==> config.mk <==
export PLATFORM = sky130hd
export DESIGN_NAME = mipsCore
export DESIGN_NICKNAME = d
export VERILOG_FILES = /design/src/mipsPkg.sv /design/src/instrDecoder.sv /design/src/regFile.sv /design/src/alu.sv /design/src/pcUnit.sv /design/src/mipsCore.sv
export SDC_FILE = /design/constraint.sdc
export NUM_CORES = 2
export LEC_CHECK = 0
export BUFFER_PORTS_ARGS = -buffer_cell sky130_fd_sc_hd__buf_4
export CAP_MARGIN = 10
export CORE_UTILIZATION = 50
export CTS_CLUSTER_DIAMETER = 30
export DETAILED_ROUTE_END_ITERATION = 8
export PLACE_DENSITY = 0.64
export SYNTH_ARGS = -nofsm -noshare
export SYNTH_HDL_FRONTEND = slang
export SYNTH_SLANG_ARGS = --single-unit
==> constraint.sdc <==
create_clock -name clk -period 6.25 [get_ports clk]
set_clock_uncertainty 0.1 [all_clocks]
set_input_delay 0.625 -clock clk [delete_from_list [all_inputs] [get_ports clk]]
set_output_delay 0.625 -clock clk [all_outputs]
set_load 0.02 [all_outputs]
==> src/mipsPkg.sv <==
package mipsPkg;

    // table sizes
    localparam int numRegs   = 32;
    localparam int dmemWords = 128;

    typedef logic [31:0] word_t;
    typedef logic [4:0]  regAddr_t;
    typedef logic [$clog2(dmemWords)-1:0] dmemAddr_t;
    typedef logic [5:0]  opcode_t;
    typedef logic [5:0]  funct_t;
    typedef logic [4:0]  shamt_t;

    // pc step per instruction
    localparam word_t wordBytes = 32'd4;

    // jal writes the return address here
    localparam regAddr_t linkReg = 5'd31;

    // primary opcodes
    localparam opcode_t opRType = 6'h00;
    localparam opcode_t opJ     = 6'h02;
    localparam opcode_t opJal   = 6'h03;
    localparam opcode_t opBeq   = 6'h04;
    localparam opcode_t opBne   = 6'h05;
    localparam opcode_t opAddi  = 6'h08;
    localparam opcode_t opLw    = 6'h23;
    localparam opcode_t opSw    = 6'h2b;

    // R-type function codes
    localparam funct_t fnSll = 6'h00;
    localparam funct_t fnSrl = 6'h02;
    localparam funct_t fnJr  = 6'h08;
    localparam funct_t fnAdd = 6'h20;
    localparam funct_t fnSub = 6'h22;
    localparam funct_t fnAnd = 6'h24;
    localparam funct_t fnOr  = 6'h25;
    localparam funct_t fnSlt = 6'h2a;

    typedef enum logic [2:0] {
        aluAnd = 3'd0,
        aluOr  = 3'd1,
        aluAdd = 3'd2,
        aluSub = 3'd3,
        aluSlt = 3'd4,
        aluSll = 3'd5,
        aluSrl = 3'd6
    } aluOp_t;

    // decoded control, all zero means no side effects
    typedef struct packed {
        logic   aluSrc;
        logic   memToReg;
        logic   regWrite;
        logic   memRead;
        logic   memWrite;
        logic   branch;
        logic   branchNe;
        logic   jump;
        logic   link;
        logic   jumpReg;
        aluOp_t aluOp;
    } ctrl_t;

endpackage

==> src/instrDecoder.sv <==
`timescale 1ns/1ns

module instrDecoder (
    input  mipsPkg::word_t    instr,
    output mipsPkg::ctrl_t    ctrl,
    output mipsPkg::regAddr_t rsAddr,
    output mipsPkg::regAddr_t rtAddr,
    output mipsPkg::regAddr_t wrAddr,
    output mipsPkg::word_t    imm,
    output mipsPkg::shamt_t   shamt,
    output logic [25:0]       target
);

    mipsPkg::opcode_t  opcode;
    mipsPkg::funct_t   funct;
    mipsPkg::regAddr_t rdAddr;

    // instruction fields
    assign opcode = instr[31:26];
    assign funct  = instr[5:0];
    assign rsAddr = instr[25:21];
    assign rtAddr = instr[20:16];
    assign rdAddr = instr[15:11];
    assign shamt  = instr[10:6];
    assign target = instr[25:0];

    // sign extension of the 16-bit immediate
    assign imm = {{16{instr[15]}}, instr[15:0]};

    always_comb begin
        ctrl = '0;
        case (opcode)
            mipsPkg::opRType: begin
                case (funct)
                    mipsPkg::fnAdd: begin
                        ctrl.regWrite = 1'b1;
                        ctrl.aluOp    = mipsPkg::aluAdd;
                    end
                    mipsPkg::fnSub: begin
                        ctrl.regWrite = 1'b1;
                        ctrl.aluOp    = mipsPkg::aluSub;
                    end
                    mipsPkg::fnAnd: begin
                        ctrl.regWrite = 1'b1;
                        ctrl.aluOp    = mipsPkg::aluAnd;
                    end
                    mipsPkg::fnOr: begin
                        ctrl.regWrite = 1'b1;
                        ctrl.aluOp    = mipsPkg::aluOr;
                    end
                    mipsPkg::fnSlt: begin
                        ctrl.regWrite = 1'b1;
                        ctrl.aluOp    = mipsPkg::aluSlt;
                    end
                    mipsPkg::fnSll: begin
                        ctrl.regWrite = 1'b1;
                        ctrl.aluOp    = mipsPkg::aluSll;
                    end
                    mipsPkg::fnSrl: begin
                        ctrl.regWrite = 1'b1;
                        ctrl.aluOp    = mipsPkg::aluSrl;
                    end
                    mipsPkg::fnJr: begin
                        ctrl.jumpReg = 1'b1;
                    end
                    default: ctrl = '0;
                endcase
            end
            mipsPkg::opAddi: begin
                ctrl.aluSrc   = 1'b1;
                ctrl.regWrite = 1'b1;
                ctrl.aluOp    = mipsPkg::aluAdd;
            end
            mipsPkg::opLw: begin
                ctrl.aluSrc   = 1'b1;
                ctrl.memToReg = 1'b1;
                ctrl.regWrite = 1'b1;
                ctrl.memRead  = 1'b1;
                ctrl.aluOp    = mipsPkg::aluAdd;
            end
            mipsPkg::opSw: begin
                ctrl.aluSrc   = 1'b1;
                ctrl.memWrite = 1'b1;
                ctrl.aluOp    = mipsPkg::aluAdd;
            end
            // compare by subtraction, pc unit looks at zero
            mipsPkg::opBeq: begin
                ctrl.branch = 1'b1;
                ctrl.aluOp  = mipsPkg::aluSub;
            end
            mipsPkg::opBne: begin
                ctrl.branch   = 1'b1;
                ctrl.branchNe = 1'b1;
                ctrl.aluOp    = mipsPkg::aluSub;
            end
            mipsPkg::opJ: begin
                ctrl.jump = 1'b1;
            end
            mipsPkg::opJal: begin
                ctrl.jump     = 1'b1;
                ctrl.link     = 1'b1;
                ctrl.regWrite = 1'b1;
            end
            default: ctrl = '0;
        endcase
    end

    // destination register
    always_comb begin
        if (opcode == mipsPkg::opJal) begin
            wrAddr = mipsPkg::linkReg;
        end else if (opcode == mipsPkg::opRType) begin
            wrAddr = rdAddr;
        end else begin
            wrAddr = rtAddr;
        end
    end

endmodule

==> src/regFile.sv <==
`timescale 1ns/1ns

module regFile (
    input  logic              clk,
    input  logic              rst_n,
    input  mipsPkg::regAddr_t rsAddr,
    input  mipsPkg::regAddr_t rtAddr,
    input  mipsPkg::regAddr_t wrAddr,
    input  logic              wrEn,
    input  mipsPkg::word_t    wrData,
    output mipsPkg::word_t    rsData,
    output mipsPkg::word_t    rtData
);

    mipsPkg::word_t regs [mipsPkg::numRegs];
    logic           wrHit;

    // r0 is never written, so it stays at its reset value
    assign wrHit = wrEn && (wrAddr != '0);

    always_ff @(posedge clk or negedge rst_n) begin
        if (!rst_n) begin
            for (int i = 0; i < mipsPkg::numRegs; i++) begin
                regs[i] <= '0;
            end
        end else if (wrHit) begin
            regs[wrAddr] <= wrData;
        end
    end

    // no bypass, a write shows up on the next cycle
    assign rsData = regs[rsAddr];
    assign rtData = regs[rtAddr];

endmodule

==> src/alu.sv <==
`timescale 1ns/1ns

module alu (
    input  mipsPkg::aluOp_t op,
    input  mipsPkg::word_t  a,
    input  mipsPkg::word_t  b,
    input  mipsPkg::shamt_t shamt,
    output mipsPkg::word_t  result,
    output logic            zero
);

    always_comb begin
        case (op)
            mipsPkg::aluAnd: begin
                result = a & b;
            end
            mipsPkg::aluOr: begin
                result = a | b;
            end
            mipsPkg::aluAdd: begin
                result = a + b;
            end
            mipsPkg::aluSub: begin
                result = a - b;
            end
            // signed compare
            mipsPkg::aluSlt: begin
                result = ($signed(a) < $signed(b)) ? 32'd1 : 32'd0;
            end
            // shifts act on b, as in the R-type encoding
            mipsPkg::aluSll: begin
                result = b << shamt;
            end
            mipsPkg::aluSrl: begin
                result = b >> shamt;
            end
            default: begin
                result = '0;
            end
        endcase
    end

    assign zero = (result == '0);

endmodule

==> src/pcUnit.sv <==
`timescale 1ns/1ns

module pcUnit (
    input  logic           clk,
    input  logic           rst_n,
    input  mipsPkg::ctrl_t ctrl,
    input  logic           zero,
    input  mipsPkg::word_t imm,
    input  logic [25:0]    target,
    input  mipsPkg::word_t rsData,
    output mipsPkg::word_t pc,
    output mipsPkg::word_t pcPlus4
);

    mipsPkg::word_t nextPc;
    mipsPkg::word_t branchAddr;
    mipsPkg::word_t jumpAddr;
    logic           branchTaken;

    assign pcPlus4 = pc + mipsPkg::wordBytes;

    // beq takes on zero, bne on nonzero
    assign branchTaken = ctrl.branch && (zero != ctrl.branchNe);

    assign branchAddr = pcPlus4 + {imm[29:0], 2'b00};
    assign jumpAddr   = {pcPlus4[31:28], target, 2'b00};

    always_comb begin
        if (ctrl.jumpReg) begin
            nextPc = rsData;
        end else if (ctrl.jump) begin
            nextPc = jumpAddr;
        end else if (branchTaken) begin
            nextPc = branchAddr;
        end else begin
            nextPc = pcPlus4;
        end
    end

    always_ff @(posedge clk or negedge rst_n) begin
        if (!rst_n) begin
            pc <= '0;
        end else begin
            pc <= nextPc;
        end
    end

endmodule

==> src/mipsCore.sv <==
`timescale 1ns/1ns

module mipsCore (
    input  logic               clk,
    input  logic               rst_n,
    input  mipsPkg::word_t     instr,
    input  mipsPkg::word_t     readData,
    output mipsPkg::word_t     instrAddr,
    output logic               cen,
    output logic               wen,
    output logic               oen,
    output mipsPkg::dmemAddr_t dmemAddr,
    output mipsPkg::word_t     writeData
);

    mipsPkg::ctrl_t    ctrl;
    mipsPkg::regAddr_t rsAddr;
    mipsPkg::regAddr_t rtAddr;
    mipsPkg::regAddr_t wrAddr;
    mipsPkg::word_t    imm;
    mipsPkg::shamt_t   shamt;
    logic [25:0]       target;

    mipsPkg::word_t rsData;
    mipsPkg::word_t rtData;
    mipsPkg::word_t aluB;
    mipsPkg::word_t aluResult;
    logic           aluZero;
    mipsPkg::word_t wbData;
    mipsPkg::word_t pc;
    mipsPkg::word_t pcPlus4;

    instrDecoder u_instrDecoder (
        .instr  (instr),
        .ctrl   (ctrl),
        .rsAddr (rsAddr),
        .rtAddr (rtAddr),
        .wrAddr (wrAddr),
        .imm    (imm),
        .shamt  (shamt),
        .target (target)
    );

    regFile u_regFile (
        .clk    (clk),
        .rst_n  (rst_n),
        .rsAddr (rsAddr),
        .rtAddr (rtAddr),
        .wrAddr (wrAddr),
        .wrEn   (ctrl.regWrite),
        .wrData (wbData),
        .rsData (rsData),
        .rtData (rtData)
    );

    assign aluB = ctrl.aluSrc ? imm : rtData;

    alu u_alu (
        .op     (ctrl.aluOp),
        .a      (rsData),
        .b      (aluB),
        .shamt  (shamt),
        .result (aluResult),
        .zero   (aluZero)
    );

    pcUnit u_pcUnit (
        .clk     (clk),
        .rst_n   (rst_n),
        .ctrl    (ctrl),
        .zero    (aluZero),
        .imm     (imm),
        .target  (target),
        .rsData  (rsData),
        .pc      (pc),
        .pcPlus4 (pcPlus4)
    );

    // write-back, link has priority
    always_comb begin
        if (ctrl.link) begin
            wbData = pcPlus4;
        end else if (ctrl.memToReg) begin
            wbData = readData;
        end else begin
            wbData = aluResult;
        end
    end

    assign instrAddr = pc;

    // data memory strobes, all active low
    assign cen = ~(ctrl.memRead | ctrl.memWrite);
    assign wen = ~ctrl.memWrite;
    assign oen = ~ctrl.memRead;

    // word address from the byte address
    assign dmemAddr  = aluResult[8:2];
    assign writeData = rtData;

endmodule

==> flow_summary.ini <==
[setup_path]
startpoint_type = flip-flop
worst_ep_required_time_ns = 6.85
worstSetupEndpointType = flip-flop
crit_slowest_cell = nor4_4
path_class = flip-flop to flip-flop
r2r_end = u_pcUnit.pc[2]
critical-path-max-stage-delay_ns = 0.61
r2r_cells = 28
cp_max_fo = 4
cpMostUsedCell = buf_4
cp.arrival_ns = 7.53
r2r_slack_ns = -0.68
reg2reg_from = u_regFile.regs[151]

[finish]
finalNetCount = 8551
fin_cells = 10320
fillerInstances = 9857
layout_commonest_cell = buf_4
final_cell_mix = buf_4, nand2_1, dfrtp_1
stdcell_area_um2 = 91790
drive_above_1_share = 0.3474
areaGrowthSynthToFinish_pct = 37.27

[synth]
yosysTopAreaCellShare = 0.3952
seq_area_frac_synth = 0.3952
synth_area_leaders = dfrtp_1, mux4_2, o21ai_0
synth_nets = 7129
synth_cells = 6928
netlist_area_um2 = 66870
ys_seq_elements = 1056
ys_types = 102
async_reset_ff_frac = 1.000
yosysWarnings = 0
synth_edf_count = 0
avgSynthCellArea_um2 = 9.652
yosysTopAreaCell = dfrtp_1
ys.flop_type = dfrtp_1

[floorplan]
die_w_um = 367.7
ios = 140
dieArea_um2 = 135200
initial_core_util = 0.5061
core_area_um2 = 132100
rows = 133
die_h_um = 367.7

[place]
dpl_cell_area_um2 = 81920
place.gp.congestion = 1.121
dp.final_hpwl_mm = 219.6
port_buffers = 139
placed_cells = 9820

[outcome]
status = finished, violations left
violations = negative setup slack

[pwr]
pwr-share-clk = 0.513
max-vdd-ir-drop_uv = 297.9
power_density_nw_per_um2 = 274.1
pwr-share-comb = 0.200
p_int_uw = 17600
p_total_uw = 25160
seqPwrFrac = 0.287
swShare = 0.3004
power_switching_uw = 7560
leakagePower_uw = 0.04254

[clock_network]
clock_path_buffers = 3
cts_sinks = 1056
cts_tree = done
path_clk_slew_ns = 0.06
cts_buffers = 238
clockRootBuffer = clkbuf_16
insertion_delay_ns = 0.89
htree_levels = 4

[routing]
antenna_left = 0
wl_mm = 317.9
drc = 0
drt_first_iter_violations = 8387
avgRoutedWirePerCell_um = 30.81
num_vias = 67730
dr.pass1.iters = 8
vias_per_cell = 6.564

[sta]
relSlewSlack = 0.1421
setup_slack_ns = -0.6849
slew_violations = 0
period_minus_slack_ns = 6.935
whs_ns = 0.2391
max_clock_freq_mhz = 144.2
min_period_over_period = 1.110
hold_viol_final = 0
setup_violations = 30
max_slew.worst_pin.slew_ns = 1.287
rsz0062_at_grt = yes

[hold_path]
holdCritPathClass = input pin to flip-flop
min_from = instr[2]
whs_endpoint = u_pcUnit.pc[4]
min_path_cells = 4

[grt]
grt_pass1_wl_mm = 457.9
grt_overflow = 0
grt_use_total = 0.4650
antenna_found_initial = 13
grt_max_degree = 168
grt_pass1_vias = 67360

[run]
drv_cap = 0
[power groups by stage]
stage / Combinational, µW / Sequential [µW] / Clock, µW
floorplan: 2270 / 7380 / 0
global placement: 4690 / 7310 / 0
detailed placement: 4730 / 7320 / 0
CTS: 4800 / 7210 / 12900
global route: 5260 / 7230 / 13300
finish: 5030 / 7220 / 12900
[critical path: cells and delay by family (launching register included)]
family / cells / cell delay, ns
AOI/OAI and AO/OA: 14 / 3.25
adders and majority gates: 1 / 0.38
buffers and inverters: 4 / 0.59
DFF: 1 / 0.35
muxes: 2 / 0.37
and+or+nand+nor: 7 / 1.67
[registers in the layout, indices dropped and copies added (netlist names)]
| signal | cells |
|---|---|
| u_regFile.regs | 1024 |
| u_pcUnit.pc | 32 |
[cell families after synthesis]
family                   after synthesis  share of synthesized area
AO/OA/AOI/OAI                       2047                     0.1854
flip-flops                          1056                     0.3952
adder cells (fa/ha/maj)              135                    0.02560
AND/OR/NAND/NOR                     1923                     0.1228
XOR/XNOR                              71                   0.009299
buffers and inverters                786                    0.04932
multiplexers                         910                     0.2124
[synth_stat cells, drive strengths merged, types with 132 or more instances]
cell type  instances
a21oi            232
ha               132
mux4             402
nand2           1235
mux2i            469
nor2             254
clkbuf           496
dfrtp           1056
a22oi            222
buf              149
o21ai           1111
inv              139
[how the worst max path moves through the flow]
stage,depth (start not counted),slack [ns],to,startpoint
after global placement,26,-1.76,u_pcUnit.pc[2],instr[21]
after global routing,29,-0.80,u_pcUnit.pc[2],u_regFile.regs[519]
final,28,-0.68,u_pcUnit.pc[2],u_regFile.regs[151]
after detailed placement,26,-1.87,u_pcUnit.pc[2],instr[21]
after CTS,28,-0.69,u_pcUnit.pc[2],u_regFile.regs[640]
after floorplan,32,-0.74,u_pcUnit.pc[2],instr[16]
[repair_timing]
action	in CTS	in global routing
pin swaps	35	52
buffers inserted	17	21
hold buffers	1	0
setup endpoints to repair	172	268
resized for setup	65	179
hold endpoints to repair	88	0
cloned	0	8
[metrics by stage]
step / setup TNS, ns / worst slack (ns) / util
finish: -17.14 / -0.6849 / 0.6947
global route: -21.50 / -0.7981 / 0.6946
CTS: -16.80 / -0.6912 / 0.6869
detailed placement: -396.48 / -1.866 / 0.6200
global placement: -357.23 / -1.758 / 0.6200
floorplan: -15.86 / -0.7447 / -
[layer usage]
layer / global-route usage / wire length, µm / up-vias
li1: - / - / 28450
met1: 0.6002 / 118600 / 33470
met2: 0.6869 / 137800 / 4649
met3: 0.1382 / 38430 / 1150
met4: 0.2887 / 22830 / 12
met5: 0 / 258 / -
[layout make-up]
cell class	count	area, µm²	share of cell area
Multi-Input combinational cell	5086	38660	0.4212
Clock buffer	285	6342	0.06909
Tap cell	1755	2196	0.02392
Clock inverter	159	2076	0.02261
Inverter	141	529.3	0.005766
Timing Repair Buffer	1827	15540	0.1693
Antenna cell	10	25.02	0.0002726
Sequential cell	1056	26430	0.2879
(Power assumes the default switching activity.)
